File: src/logic/hand_bus_pkg.sv
package hand_bus_pkg;

	localparam int NUM_MOTORS = 4;
	localparam int HEADER_LEN = 4;

	localparam logic [31:0] STATUS_REQUEST_HEADER = 32'hABADBABE;
	localparam logic [31:0] STATUS_RESPONSE_HEADER = 32'hB000B135;
	localparam logic [31:0] HAND_COMMAND_HEADER = 32'hB105F00D;
	localparam logic [31:0] CONTROL_MODE_HEADER = 32'hB16B00B5;

	// whole frame incl. header and crc
	localparam int STATUS_REQUEST_LEN = 7;
	localparam int STATUS_RESPONSE_LEN = 32;
	localparam int HAND_COMMAND_LEN = 15;
	localparam int CONTROL_MODE_LEN = 8;

	typedef enum logic [1:0] {
		KIND_STATUS_REQUEST,
		KIND_HAND_COMMAND,
		KIND_CONTROL_MODE
	} frame_kind_t;

	typedef logic signed [15:0] setpoint_t;
	typedef logic signed [15:0] current_t;
	typedef logic [1:0] mode_t;

	// ccitt 1021, msb first, one byte per call
	function automatic logic [15:0] crc16_next(
		input logic [7:0] data,
		input logic [15:0] crc
	);
		logic [15:0] c;
		c = crc;
		for (int i = 7; i >= 0; i--) begin
			if (c[15] ^ data[i]) begin
				c = {c[14:0], 1'b0} ^ 16'h1021;
			end else begin
				c = {c[14:0], 1'b0};
			end
		end
		return c;
	endfunction

endpackage

File: src/logic/frame_req_if.sv
`timescale 1ns/1ns

interface frame_req_if;
	import hand_bus_pkg::*;

	logic send; // one-cycle strobe, only while !busy
	frame_kind_t kind;
	logic busy;
	logic done; // after last stop bit

	modport ctrl (output send, output kind, input busy, input done);
	modport sender (input send, input kind, output busy, output done);

endinterface

File: src/logic/status_if.sv
`timescale 1ns/1ns

interface status_if;

	logic resp_ok;
	logic crc_error;
	// valid together with resp_ok
	logic mode_mismatch;
	logic setpoint_mismatch;

	modport receiver (output resp_ok, output crc_error,
		output mode_mismatch, output setpoint_mismatch);
	modport ctrl (input resp_ok, input crc_error,
		input mode_mismatch, input setpoint_mismatch);

endinterface

File: src/logic/uart_tx.sv
`timescale 1ns/1ns

module uart_tx #(
	parameter int CLKS_PER_BIT = 8
) (
	input logic clk,
	input logic reset,
	input logic start,
	input logic [7:0] data,
	output logic line,
	output logic busy,
	output logic done
);
	localparam int CW = $clog2(CLKS_PER_BIT + 1);

	logic [CW-1:0] baud_cnt;
	logic [3:0] bit_cnt;
	logic [8:0] shift; // data lsb first, then stop bit
	logic bit_end;

	assign bit_end = busy && baud_cnt == CW'(CLKS_PER_BIT - 1);

	always_ff @(posedge clk or posedge reset) begin
		if (reset) begin
			line <= 1'b1;
			busy <= 1'b0;
			done <= 1'b0;
			baud_cnt <= '0;
			bit_cnt <= '0;
		end else begin
			done <= 1'b0;
			if (!busy) begin
				if (start) begin
					line <= 1'b0; // start bit
					busy <= 1'b1;
					baud_cnt <= '0;
					bit_cnt <= '0;
				end
			end else if (bit_end) begin
				baud_cnt <= '0;
				if (bit_cnt == 4'd9) begin
					busy <= 1'b0;
					done <= 1'b1;
				end else begin
					line <= shift[0];
					bit_cnt <= bit_cnt + 4'd1;
				end
			end else begin
				baud_cnt <= baud_cnt + CW'(1);
			end
		end
	end

	always_ff @(posedge clk) begin
		if (!busy && start) begin
			shift <= {1'b1, data};
		end else if (bit_end) begin
			shift <= {1'b1, shift[8:1]};
		end
	end

endmodule

File: src/logic/uart_rx.sv
`timescale 1ns/1ns

module uart_rx #(
	parameter int CLKS_PER_BIT = 8
) (
	input logic clk,
	input logic reset,
	input logic line,
	output logic valid,
	output logic [7:0] data
);
	localparam int CW = $clog2(CLKS_PER_BIT + 1);

	logic [1:0] sync;
	logic rx_prev;
	logic active;
	logic [CW-1:0] baud_cnt;
	logic [3:0] bit_cnt;
	logic sample;

	assign sample = active && baud_cnt == CW'(CLKS_PER_BIT - 1);

	always_ff @(posedge clk or posedge reset) begin
		if (reset) begin
			sync <= 2'b11;
			rx_prev <= 1'b1;
			active <= 1'b0;
			valid <= 1'b0;
			baud_cnt <= '0;
			bit_cnt <= '0;
		end else begin
			sync <= {sync[0], line};
			rx_prev <= sync[1];
			valid <= 1'b0;
			if (!active) begin
				if (rx_prev && !sync[1]) begin
					active <= 1'b1;
					// preload so the first sample lands mid start bit
					baud_cnt <= CW'(CLKS_PER_BIT - CLKS_PER_BIT / 2);
					bit_cnt <= '0;
				end
			end else if (sample) begin
				baud_cnt <= '0;
				bit_cnt <= bit_cnt + 4'd1;
				if (bit_cnt == 4'd0 && sync[1]) begin
					active <= 1'b0; // glitch, not a start bit
				end else if (bit_cnt == 4'd9) begin
					active <= 1'b0;
					valid <= sync[1]; // framing check
				end
			end else begin
				baud_cnt <= baud_cnt + CW'(1);
			end
		end
	end

	always_ff @(posedge clk) begin
		if (sample && bit_cnt >= 4'd1 && bit_cnt <= 4'd8) begin
			data <= {sync[1], data[7:1]};
		end
	end

endmodule

File: src/logic/frame_sender.sv
`timescale 1ns/1ns

module frame_sender #(
	parameter int CLKS_PER_BIT = 8
) (
	input logic clk,
	input logic reset,
	frame_req_if.sender req,
	input logic [7:0] node_id,
	input hand_bus_pkg::setpoint_t setpoint [hand_bus_pkg::NUM_MOTORS],
	input hand_bus_pkg::mode_t control_mode [hand_bus_pkg::NUM_MOTORS],
	output logic tx_o,
	output logic tx_enable
);
	import hand_bus_pkg::*;

	frame_kind_t kind_r, cur_kind;
	logic [3:0] idx_r, cur_idx, frame_len, sp_off;
	logic [7:0] id_r, modes_r, tx_byte;
	setpoint_t setpoint_r [NUM_MOTORS];
	setpoint_t sp;
	logic [15:0] crc_r;
	logic [31:0] header;
	logic busy_r, accept, tx_start, tx_busy, tx_done, frame_done;

	assign accept = req.send && !busy_r && !tx_busy;
	assign cur_kind = accept ? req.kind : kind_r;
	assign cur_idx = accept ? 4'd0 : idx_r; // idx_r points at the next byte
	assign tx_start = accept || (busy_r && tx_done && idx_r != frame_len);
	assign frame_done = busy_r && tx_done && idx_r == frame_len;

	always_comb begin
		case (cur_kind)
			KIND_HAND_COMMAND: header = HAND_COMMAND_HEADER;
			KIND_CONTROL_MODE: header = CONTROL_MODE_HEADER;
			default: header = STATUS_REQUEST_HEADER;
		endcase
		case (kind_r)
			KIND_HAND_COMMAND: frame_len = 4'(HAND_COMMAND_LEN);
			KIND_CONTROL_MODE: frame_len = 4'(CONTROL_MODE_LEN);
			default: frame_len = 4'(STATUS_REQUEST_LEN);
		endcase
		sp_off = cur_idx - 4'd5; // setpoints start at byte 5
		sp = setpoint_r[sp_off[2:1]];
		if (cur_idx < 4'(HEADER_LEN)) begin
			tx_byte = 8'(header >> {~cur_idx[1:0], 3'b000});
		end else if (cur_idx == 4'(HEADER_LEN)) begin
			tx_byte = id_r;
		end else if (cur_idx == frame_len - 4'd2) begin
			tx_byte = crc_r[15:8];
		end else if (cur_idx == frame_len - 4'd1) begin
			tx_byte = crc_r[7:0];
		end else if (kind_r == KIND_CONTROL_MODE) begin
			tx_byte = modes_r;
		end else begin
			tx_byte = sp_off[0] ? sp[7:0] : sp[15:8];
		end
	end

	always_ff @(posedge clk or posedge reset) begin
		if (reset) begin
			busy_r <= 1'b0;
			kind_r <= KIND_STATUS_REQUEST;
			idx_r <= '0;
			crc_r <= 16'hFFFF;
		end else begin
			if (accept) begin
				busy_r <= 1'b1;
				kind_r <= req.kind;
				crc_r <= 16'hFFFF;
			end else if (frame_done) begin
				busy_r <= 1'b0;
			end
			if (tx_start) begin
				idx_r <= cur_idx + 4'd1;
				if (cur_idx >= 4'(HEADER_LEN) && cur_idx < frame_len - 4'd2)
					crc_r <= crc16_next(tx_byte, crc_r);
			end
		end
	end

	// frame payload frozen for the whole frame
	always_ff @(posedge clk) begin
		if (accept) begin
			id_r <= node_id;
			modes_r <= {control_mode[0], control_mode[1], control_mode[2], control_mode[3]};
			setpoint_r <= setpoint;
		end
	end

	uart_tx #(.CLKS_PER_BIT(CLKS_PER_BIT)) tx0 (
		.clk(clk),
		.reset(reset),
		.start(tx_start),
		.data(tx_byte),
		.line(tx_o),
		.busy(tx_busy),
		.done(tx_done)
	);

	assign req.busy = busy_r;
	assign req.done = frame_done;
	assign tx_enable = busy_r && !frame_done; // covers the gaps between bytes

endmodule

File: src/logic/status_receiver.sv
`timescale 1ns/1ns

module status_receiver #(
	parameter int CLKS_PER_BIT = 8
) (
	input logic clk,
	input logic reset,
	input logic rx_i,
	input logic [7:0] node_id,
	input hand_bus_pkg::setpoint_t setpoint [hand_bus_pkg::NUM_MOTORS],
	input hand_bus_pkg::mode_t control_mode [hand_bus_pkg::NUM_MOTORS],
	status_if.receiver stat,
	output hand_bus_pkg::setpoint_t position [hand_bus_pkg::NUM_MOTORS],
	output hand_bus_pkg::current_t current [hand_bus_pkg::NUM_MOTORS]
);
	import hand_bus_pkg::*;

	localparam int BODY_LEN = STATUS_RESPONSE_LEN - HEADER_LEN;

	logic rx_valid;
	logic [7:0] rx_data;
	logic [23:0] window; // last three bytes, newest in [7:0]
	logic collecting;
	logic [4:0] cnt;
	logic [15:0] crc_r;
	logic [7:0] body [BODY_LEN-1]; // id up to crc high byte
	logic [7:0] mode_in;
	logic last_byte, frame_good, setpoints_differ;

	uart_rx #(.CLKS_PER_BIT(CLKS_PER_BIT)) rx0 (
		.clk(clk),
		.reset(reset),
		.line(rx_i),
		.valid(rx_valid),
		.data(rx_data)
	);

	assign last_byte = collecting && rx_valid && cnt == 5'(BODY_LEN - 1);
	assign frame_good = crc_r == {body[BODY_LEN-2], rx_data};
	assign mode_in = {control_mode[0], control_mode[1], control_mode[2], control_mode[3]};

	always_comb begin
		setpoints_differ = 1'b0;
		for (int i = 0; i < NUM_MOTORS; i++) begin
			if ({body[2+2*i], body[3+2*i]} != setpoint[i])
				setpoints_differ = 1'b1;
		end
	end

	always_ff @(posedge clk or posedge reset) begin
		if (reset) begin
			window <= '0;
			collecting <= 1'b0;
			cnt <= '0;
			crc_r <= 16'hFFFF;
			stat.resp_ok <= 1'b0;
			stat.crc_error <= 1'b0;
			stat.mode_mismatch <= 1'b0;
			stat.setpoint_mismatch <= 1'b0;
			for (int i = 0; i < NUM_MOTORS; i++) begin
				position[i] <= '0;
				current[i] <= '0;
			end
		end else begin
			stat.resp_ok <= 1'b0;
			stat.crc_error <= 1'b0;
			if (rx_valid) begin
				window <= {window[15:0], rx_data};
				if (!collecting) begin
					if ({window, rx_data} == STATUS_RESPONSE_HEADER) begin
						collecting <= 1'b1;
						cnt <= '0;
						crc_r <= 16'hFFFF;
					end
				end else begin
					cnt <= cnt + 5'd1;
					if (cnt < 5'(BODY_LEN - 2))
						crc_r <= crc16_next(rx_data, crc_r);
					if (last_byte) begin
						collecting <= 1'b0; // back to hunting
						stat.crc_error <= !frame_good;
						if (frame_good && body[0] == node_id) begin
							stat.resp_ok <= 1'b1;
							stat.mode_mismatch <= body[1] != mode_in;
							stat.setpoint_mismatch <= setpoints_differ;
							for (int i = 0; i < NUM_MOTORS; i++) begin
								position[i] <= {body[10+2*i], body[11+2*i]};
								current[i] <= {body[18+2*i], body[19+2*i]};
							end
						end
					end
				end
			end
		end
	end

	always_ff @(posedge clk) begin
		if (rx_valid && collecting && !last_byte)
			body[cnt] <= rx_data;
	end

endmodule

File: src/logic/hand_bus_master.sv
`timescale 1ns/1ns

module hand_bus_master #(
	parameter int CLKS_PER_BIT = 8,
	parameter int POLL_CYCLES = 1000
) (
	input logic clk,
	input logic reset,
	input logic rx_i,
	input logic [7:0] node_id,
	input hand_bus_pkg::setpoint_t setpoint [hand_bus_pkg::NUM_MOTORS],
	input hand_bus_pkg::mode_t control_mode [hand_bus_pkg::NUM_MOTORS],
	output logic tx_o,
	output logic tx_enable,
	output hand_bus_pkg::setpoint_t position [hand_bus_pkg::NUM_MOTORS],
	output hand_bus_pkg::current_t current [hand_bus_pkg::NUM_MOTORS],
	output logic resp_ok,
	output logic crc_error
);
	import hand_bus_pkg::*;

	// one full response plus a byte of slack
	localparam int TIMEOUT_CYCLES = CLKS_PER_BIT * 10 * (STATUS_RESPONSE_LEN + 1);

	typedef enum logic [1:0] {S_IDLE, S_REQUEST, S_RESPONSE, S_FOLLOW} state_t;

	state_t state;
	logic [31:0] cnt;

	frame_req_if req_bus();
	status_if stat_bus();

	frame_sender #(.CLKS_PER_BIT(CLKS_PER_BIT)) sender0 (
		.clk(clk), .reset(reset), .req(req_bus.sender), .node_id(node_id),
		.setpoint(setpoint), .control_mode(control_mode),
		.tx_o(tx_o), .tx_enable(tx_enable)
	);

	status_receiver #(.CLKS_PER_BIT(CLKS_PER_BIT)) receiver0 (
		.clk(clk), .reset(reset), .rx_i(rx_i), .node_id(node_id),
		.setpoint(setpoint), .control_mode(control_mode),
		.stat(stat_bus.receiver), .position(position), .current(current)
	);

	assign resp_ok = stat_bus.resp_ok;
	assign crc_error = stat_bus.crc_error;

	always_ff @(posedge clk or posedge reset) begin
		if (reset) begin
			state <= S_IDLE;
			cnt <= 32'(POLL_CYCLES - 1);
			req_bus.send <= 1'b0;
			req_bus.kind <= KIND_STATUS_REQUEST;
		end else begin
			req_bus.send <= 1'b0;
			case (state)
				S_IDLE: begin
					if (cnt != 0) begin
						cnt <= cnt - 32'd1;
					end else if (!req_bus.busy) begin
						req_bus.send <= 1'b1;
						req_bus.kind <= KIND_STATUS_REQUEST;
						state <= S_REQUEST;
					end
				end
				S_REQUEST: if (req_bus.done) begin
					cnt <= 32'(TIMEOUT_CYCLES - 1);
					state <= S_RESPONSE;
				end
				S_RESPONSE: begin
					if (stat_bus.resp_ok && (stat_bus.mode_mismatch || stat_bus.setpoint_mismatch)) begin
						req_bus.send <= 1'b1;
						// mode change wins over a setpoint update
						req_bus.kind <= stat_bus.mode_mismatch ? KIND_CONTROL_MODE
							: KIND_HAND_COMMAND;
						state <= S_FOLLOW;
					end else if (stat_bus.resp_ok || stat_bus.crc_error || cnt == 0) begin
						cnt <= 32'(POLL_CYCLES - 1);
						state <= S_IDLE;
					end else begin
						cnt <= cnt - 32'd1;
					end
				end
				default: if (req_bus.done) begin
					cnt <= 32'(POLL_CYCLES - 1);
					state <= S_IDLE;
				end
			endcase
		end
	end

endmodule

File: config.mk
export PLATFORM = sky130hd
export DESIGN_NAME = hand_bus_master
export DESIGN_NICKNAME = d
export VERILOG_FILES = /design/src/logic/hand_bus_pkg.sv /design/src/logic/frame_req_if.sv /design/src/logic/status_if.sv /design/src/logic/uart_tx.sv /design/src/logic/uart_rx.sv /design/src/logic/frame_sender.sv /design/src/logic/status_receiver.sv /design/src/logic/hand_bus_master.sv
export SDC_FILE = /design/constraint.sdc
export NUM_CORES = 1
export LEC_CHECK = 0
export BUFFER_PORTS_ARGS = -buffer_cell sky130_fd_sc_hd__clkbuf_2
export CAP_MARGIN = 20
export CORE_UTILIZATION = 54
export CTS_BUF_LIST = sky130_fd_sc_hd__clkbuf_4 sky130_fd_sc_hd__clkbuf_8 sky130_fd_sc_hd__clkbuf_16
export DETAILED_ROUTE_END_ITERATION = 10
export MAX_ROUTING_LAYER = met4
export PLACE_DENSITY = 0.85
export SLEW_MARGIN = 30
export SYNTH_ARGS = -nofsm -noshare
export SYNTH_HDL_FRONTEND = slang
export SYNTH_SLANG_ARGS = --single-unit
File: constraint.sdc
create_clock -name clk -period 8.2 [get_ports clk]
set_input_delay 1.23 -clock clk [delete_from_list [all_inputs] [get_ports clk]]
set_output_delay 1.23 -clock clk [all_outputs]
set_load 0.005 [all_outputs]
Word-level counts from Yosys, hierarchy flattened
Memories as Yosys holds them, arrays and structs flattened. A register that Yosys moved wholly into a read port is not among the register bits.
Index checks and enable logic that the tools add are counted.
{"block": "word_totals", "out_inout_bits": 132, "register_bits": 230, "input_bits": 83, "wordCells": 317, "memories": 1, "ram_bits": 216}
{"block": "op_classes", "shifts": 1, "add_sub_neg": 10, "bitwise_logic": 34, "n_reduce_logical": 48, "magnitude_cmp": 7, "eq_ne": 35, "muxes": 146}
{"memory": "receiver0.body", "depth": 27, "word_bits": 8, "rd": 27, "rd_ports_with_merged_regs": 16, "wr": 1, "line": "status_receiver.sv:26", "rtl": "logic [7:0] body [BODY_LEN-1];"}
{"cell": "16-bit 2-to-1 mux", "n": 43}
{"cell": "13-bit 2-to-1 mux", "n": 16}
{"cell": "32-bit 2-to-1 mux", "n": 5}
{"cell": "32-bit case mux with 3 select lines", "n": 1}
{"cell": "8-bit 2-to-1 mux", "n": 8}
{"cell": "16-bit != test", "n": 4}
{"cell": "29-bit case mux with 2 select lines", "n": 1}
{"cell": "4-bit 2-to-1 mux", "n": 13}
{"cell": "3-bit NOT", "n": 16}
{"cell": "1-bit 2-to-1 mux", "n": 41}
{"cell": "16-bit binary-select mux with 2-bit select", "n": 1}
{"cell": "32-bit == test, second input constant", "n": 1}
{"cell": "32-bit zero test", "n": 1}
{"cell": "32-bit nonzero test", "n": 1}
{"cell": "32-bit by 5-bit >> shifter with 8-bit output", "n": 1}
{"cell": "32-bit by 1-bit subtractor with 32-bit output, second input constant", "n": 1}
{"cell": "2-bit 2-to-1 mux", "n": 11}
{"cell": "4-bit by 1-bit adder with 4-bit output, second input constant", "n": 5}
{"cell": "1-bit logical AND", "n": 19}
{"cell": "16-bit == test", "n": 1}
{"cell": "1-bit bitwise XOR", "n": 16}
{"cell": "2-bit != test, second input constant", "n": 7}
{"cell": "4-bit by 3-bit == test with 1-bit output, second input constant", "n": 3}
{"cell": "4-bit == test", "n": 3}
{"cell": "37 further kinds", "n": 62}

Longest topological paths before layout
{"block": "depth", "depth_word": 47, "ltp_mapped": 17, "ltp_nobuf": 14}

Hierarchy
Synthesis repeated with hierarchy kept, for this count alone.
{"block": "hier_totals", "cells_unflattened": 1747, "area_unflattened_um2": 24504.8}
{"mod": "status_receiver", "seq_area_each_um2": 10960.5, "cells_per_inst": 852, "instances": 1, "area_per_inst_um2": 14891.8}
{"mod": "frame_sender", "seq_area_each_um2": 2997.9, "cells_per_inst": 469, "instances": 1, "area_per_inst_um2": 5350.1}
{"mod": "hand_bus_master", "seq_area_each_um2": 935.9, "cells_per_inst": 265, "instances": 1, "area_per_inst_um2": 2372.3}
{"mod": "uart_tx", "seq_area_each_um2": 516.7, "cells_per_inst": 92, "instances": 1, "area_per_inst_um2": 983.4}
{"mod": "uart_rx", "seq_area_each_um2": 569.3, "cells_per_inst": 69, "instances": 1, "area_per_inst_um2": 907.1}

Least setup slack after synthesis
Ideal clock, no wire load.
{"block": "synth_timing", "kind": "register to register", "startpoint": "reg sender0.busy_r (netlist: sender0.req.busy)", "endpoint": "reg sender0.id_r[0] (enable)", "arrival_time_ns": 3.856, "t_required_ns": 7.725, "stages_incl_launch_ff": 7, "n_path_buf": 4, "synth_period_minus_slack_ns": 4.331, "setup_time_ns": 0.475, "path_slack_ns": 3.869, "cell_sequence": "dfrtp_1 or3b_1 buf_6 inv_4 buf_2 buf_1 buf_1"}
{"block": "synth_between", "elab_chain_cells": 3}
{"item": "from (decl)", "line": "frame_sender.sv:24", "rtl": "logic busy_r, accept, tx_start, tx_busy, tx_done, frame_done;"}
{"item": "from (signal assigned)", "line": "frame_sender.sv:62", "rtl": "busy_r <= 1'b0;"}
{"item": "from (signal assigned)", "line": "frame_sender.sv:68", "rtl": "busy_r <= 1'b1;"}
{"item": "from (signal assigned)", "line": "frame_sender.sv:72", "rtl": "busy_r <= 1'b0;"}
{"item": "1-bit zero test"}
{"item": "1-bit logical AND (2 in a row)", "line": "frame_sender.sv:26", "rtl": "assign accept = req.send && !busy_r && !tx_busy;"}
{"item": "net sender0.accept", "line": "frame_sender.sv:24"}
{"item": "to (signal assigned)", "line": "frame_sender.sv:85", "rtl": "id_r <= node_id;"}
{"item": "to (decl)", "line": "frame_sender.sv:19", "rtl": "logic [7:0] id_r, modes_r, tx_byte;"}
The timed path passes the listed nets, and every way through them passes these cells.
A chain may end at the register's enable or synchronous reset.

Worst setup path after layout
{"block": "layout_timing", "startpoint": "reg sender0.tx0.busy", "endpoint": "reg sender0.crc_r[15]"}
{"block": "layout_between", "word_cells_on_any_way": 49, "cone_classes": "1 x add/sub; 3 x order compare; 5 x eq/ne; 1 x shift; 31 x mux; 4 x bitwise; 4 x reduce/logical"}
{"item": "from (decl)", "line": "uart_tx.sv:11", "rtl": "output logic busy,"}
{"item": "from (signal assigned)", "line": "uart_tx.sv:26", "rtl": "busy <= 1'b0;"}
{"item": "from (signal assigned)", "line": "uart_tx.sv:35", "rtl": "busy <= 1'b1;"}
{"item": "from (signal assigned)", "line": "uart_tx.sv:42", "rtl": "busy <= 1'b0;"}
{"item": "1-bit zero test *", "line": "frame_sender.sv:26"}
{"item": "1-bit logical AND *", "line": "frame_sender.sv:26"}
{"item": "4-bit 2-to-1 mux *", "line": "frame_sender.sv:28", "rtl": "assign cur_idx = accept ? 4'd0 : idx_r;"}
{"item": "3-bit subtractor *", "line": "frame_sender.sv:43", "rtl": "sp_off = cur_idx - 4'd5;"}
{"item": "net sender0.sp_off[0]", "line": "frame_sender.sv:18", "rtl": "logic [3:0] idx_r, cur_idx, frame_len, sp_off;"}
{"item": "8-bit 2-to-1 mux *", "line": "frame_sender.sv:56", "rtl": "tx_byte = sp_off[0] ? sp[7:0] : sp[15:8];"}
{"item": "8-bit 2-to-1 mux *", "line": "frame_sender.sv:53", "rtl": "end else if (kind_r == KIND_CONTROL_MODE) begin"}
{"item": "8-bit 2-to-1 mux *", "line": "frame_sender.sv:51", "rtl": "end else if (cur_idx == frame_len - 4'd1) begin"}
{"item": "[15 not listed]"}
{"item": "16-bit 2-to-1 mux *", "line": "frame_sender.sv:76", "rtl": "if (cur_idx >= 4'(HEADER_LEN) && cur_idx < frame_len - 4'd2)"}
{"item": "16-bit 2-to-1 mux *", "line": "frame_sender.sv:74", "rtl": "if (tx_start) begin"}
{"item": "16-bit 2-to-1 mux *", "line": "frame_sender.sv:76"}
{"item": "16-bit 2-to-1 mux *", "line": "frame_sender.sv:74"}
{"item": "16-bit 2-to-1 mux *", "line": "frame_sender.sv:76"}
{"item": "16-bit 2-to-1 mux *", "line": "frame_sender.sv:74"}
{"item": "16-bit 2-to-1 mux *", "line": "frame_sender.sv:76"}
{"item": "16-bit 2-to-1 mux *", "line": "frame_sender.sv:74"}
{"item": "to (signal assigned)", "line": "frame_sender.sv:77", "rtl": "crc_r <= crc16_next(tx_byte, crc_r);"}
{"item": "to (decl)", "line": "frame_sender.sv:22", "rtl": "logic [15:0] crc_r;"}
Mark *: on every way through the listed nets, which the timed path passes. The rest lies on a longest branch. The select of a mux whose other input is x is not followed.

==> flow_metrics.env <==
export IMPL_total_power_mw=6.07
export IMPL_maxSlewViolCount=0
export IMPL_syn_num_nets=1790
export IMPL_detail_route_wirelength_um=59900
export IMPL_sort_of_element_at_the_start_of_the_critical_path="flop"
export IMPL_critPathRequiredTime_ns=8.74
export IMPL_count_of_different_cell_masters_after_synthesis=91
export IMPL_boundaryPins=215
export IMPL_first_iter_violations=1492
export IMPL_cts_bufs_inserted=55
export IMPL_first_pass_grt_wire_length_um=89600
export IMPL_fillCellCount=2977
export IMPL_outcome="completed"
export IMPL_coreArea_um2=43300
export IMPL_async_flop_share=0.456
export IMPL_dpl_hpwl_um=39300
export IMPL_grt_setup_unrepaired="no"
export IMPL_leakage_nw=11.5
export IMPL_setup_worst_path_start="sender0.tx0.busy"
export IMPL_cp_max_fo=71
export IMPL_insertion_delay_ns=0.63
export IMPL_worst_slew_pin_transition_ns=0.996
export IMPL_drc_errors=0
export IMPL_worstReg2RegStart="sender0.tx0.busy"
export IMPL_clock_sinks=574
export IMPL_fin_worst_skew_ns=0.0377
export IMPL_cp_data_arrival_time_ns=5.70
export IMPL_dr_total_vias=15297
export IMPL_netlist_top_cells_area="edfxtp_1, dfrtp_1, mux2_2, dfstp_2, xor2_1"
export IMPL_port_buffers=214
export IMPL_finalSetupViolCount=0
export IMPL_chipHeight_um=212
export IMPL_die_area_um2=45000
export IMPL_path_clk_slew_ns=0.06
export IMPL_grt_max_degree=185
export IMPL_ctsHoldBuffers=0
export IMPL_power_density_nw_per_um2=221
export IMPL_post_cts_buffers=0
export IMPL_synth_enable_flop_cells=312
export IMPL_placement_rows=76
export IMPL_post_synthesis_cell_area_um2=23800
export IMPL_cts_tree="done"
export IMPL_vdd_drop_max_mv=0.188
export IMPL_dp_cells=2449
export IMPL_yosysWarnings=0
export IMPL_maxCapViolCount=0
export IMPL_post_synth_inst_count=1688
export IMPL_start_util=0.551
export IMPL_grt_overflow_total=0
export IMPL_cts_htree_levels=2
export IMPL_postSynth_topFlopCell="edfxtp_1"
export IMPL_finalCritPeriodShare=0.630
export IMPL_post_synth_top_area_cell="edfxtp_1"
export IMPL_antenna_found_initial=1
export IMPL_multiInputGateArea_um2=7480
export IMPL_ys_seq_elements=574
export IMPL_timing_setup_critical_path_class="reg2reg"
export IMPL_area_added_between_synthesis_and_finish_pct=15.5
export IMPL_avgRoutedWirePerCell_um=23.5
export IMPL_grt_pass1_vias=15393
export IMPL_first_pass_iters=7
export IMPL_startpoint_of_the_tightest_hold_check_path="receiver0.rx0.sync[0]"
export IMPL_fin_setup_tns_ns=0
export IMPL_max_freq_mhz=194
export IMPL_share_of_post_route_cells_with_drive_strength_above_1=0.289
export IMPL_synth_seq_area_share=0.671
export IMPL_antenna_left=0
export IMPL_cts_buffer_depth=3
export IMPL_finalCriticalPeriod_ns=5.16
export IMPL_cts_resized=0
export IMPL_yosysTopAreaCellShare=0.393
export IMPL_num_nets_final=2024
export IMPL_syn_mean_instance_area_um2=14.1
export IMPL_worstSetupEndpointType="flop"
export IMPL_globalplace_congestion=0.964
export IMPL_route_detailed_vias_per_inst=5.99
export IMPL_final_cells=2553
export IMPL_tightest_slew_margin_relative_to_the_limit=0.334
export IMPL_grt_util_all_layers=0.275
export IMPL_timing_hold_violations_final=0
export IMPL_worstHoldPathType="reg2reg"
export IMPL_layout_area_seq_um2=16000
export IMPL_floorplan_die_width_um=212
export IMPL_cts_root_buffer="clkbuf_16"
==> synthesized netlist by cell type (all sizes together) (37+ instances only) <==
cell type    n
nor3        48
nand2       90
edfxtp     312
dfstp       44
xor2       117
mux2       161
nor2       104
o21ai       69
clkbuf      46
a21oi       62
nand3       37
dfrtp      218
==> where the power goes <==
group,total [mW],switching [mW],internal [mW]
sequential,3.15,0.0328,3.12
combinational,0.314,0.224,0.0902
clock,2.61,1.07,1.53
==> through the flow <==
| step | area [µm²] | hold slack [ns] | setup slack (ns) | utilization |
|---|---|---|---|---|
| floorplan | 23800 | 0.345 | 3.55 | - |
| CTS | 27500 | 0.358 | 3.12 | 0.635 |
| global route | 27500 | 0.366 | 2.75 | 0.636 |
| global placement | 25600 | 0.347 | 3.30 | 0.591 |
| finish | 27500 | 0.360 | 3.04 | 0.636 |
| detailed placement | 25600 | 0.352 | 3.16 | 0.591 |
==> final cells by class <==
cell class,count,area share
Tap cell,585,0.0266
Clock buffer,76,0.0571
Antenna cell,1,0.0000909
Sequential cell,574,0.581
Inverter,32,0.00459
Multi-Input combinational cell,1018,0.272
Clock inverter,26,0.0116
Timing Repair Buffer,241,0.0476
==> sequential cells by signal (all words and copies together), names as in the netlist, 4 cells and up <==
| register | cells |
|---|---|
| sender0.idx_r | 4 |
| sender0.tx0.bit_cnt | 4 |
| position | 64 |
| sender0.setpoint_r | 64 |
| cnt | 32 |
| receiver0.window | 24 |
| sender0.crc_r | 16 |
| sender0.tx0.shift | 8 |
| sender0.tx0.baud_cnt | 4 |
| sender0.id_r | 8 |
| sender0.modes_r | 8 |
| receiver0.crc_r | 16 |
| receiver0.body | 216 |
| receiver0.cnt | 5 |
| receiver0.rx0.bit_cnt | 4 |
| receiver0.rx0.baud_cnt | 4 |
| current | 64 |
| receiver0.rx0.data | 8 |
==> cells in the final DEF (no fill, tap or decap), types with 18 or more instances in the layout <==
| master | Yosys | layout |
|---|---|---|
| buf_4 | 2 | 24 |
| o21ai_0 | 68 | 68 |
| inv_1 | 31 | 30 |
| nand3_1 | 37 | 37 |
| xnor2_1 | 32 | 32 |
| a21oi_1 | 61 | 61 |
| a21o_1 | 18 | 18 |
| edfxtp_1 | 312 | 312 |
| dfstp_2 | 44 | 44 |
| mux2_2 | 161 | 161 |
| dfrtp_1 | 218 | 218 |
| nor2_1 | 102 | 101 |
| nor4_1 | 36 | 33 |
| clkbuf_16 | 0 | 55 |
| nand2_1 | 90 | 90 |
| ha_1 | 19 | 19 |
| xor2_1 | 117 | 117 |
| nor3_1 | 46 | 44 |
| clkbuf_2 | 0 | 214 |
==> routing by layer <==
layer	GRT usage	part of all wire	up-vias
met5	-	0	-
met4	0.106	0.035	0
met3	0.0526	0.082	143
met2	0.441	0.49	679
met1	0.347	0.39	7747
li1	-	-	6728
==> logic make-up (layout without fill, tap and decap cells) <==
group | after synthesis | count (layout) | share of synthesized area
flip-flops | 574 | 574 | 0.671
AND/OR/NAND/NOR | 409 | 409 | 0.0864
AO/OA/AOI/OAI | 259 | 259 | 0.0720
multiplexers | 175 | 175 | 0.0830
XOR/XNOR | 156 | 156 | 0.0612
buffers and inverters | 96 | 375 | 0.0165
adder cells (fa/ha/maj) | 19 | 19 | 0.00998
other | 0 | 1 | 0
==> worst paths after layout <==
kind                                         end  slack (ns)  cells past startpoint
setup / recovery               sender0.crc_r[15]        3.04                     14
min in group asynchronous           position[62]        0.71                      3
hold / removal             receiver0.rx0.sync[1]        0.36                      0
max in group asynchronous            current[39]        6.51                      4
setup reg to reg               sender0.crc_r[15]        3.04                     14
hold reg to reg            receiver0.rx0.sync[1]        0.36                      0
==> worst max-delay path, cell delays in order (launching register included) <==
cell and delay [ns]:
dfrtp_1 0.54, or3b_1 0.43, buf_4 0.26, inv_4 0.63, nor2_2 0.17, inv_1 0.24
ha_1 0.46, and4b_1 0.30, a21oi_2 0.25, o221ai_1 0.19, o31a_1 0.34, o41ai_1 0.59
nor2_2 0.16, xnor3_1 0.37, a21oi_1 0.16
No activity file was read; power rests on OpenSTA's default activity.
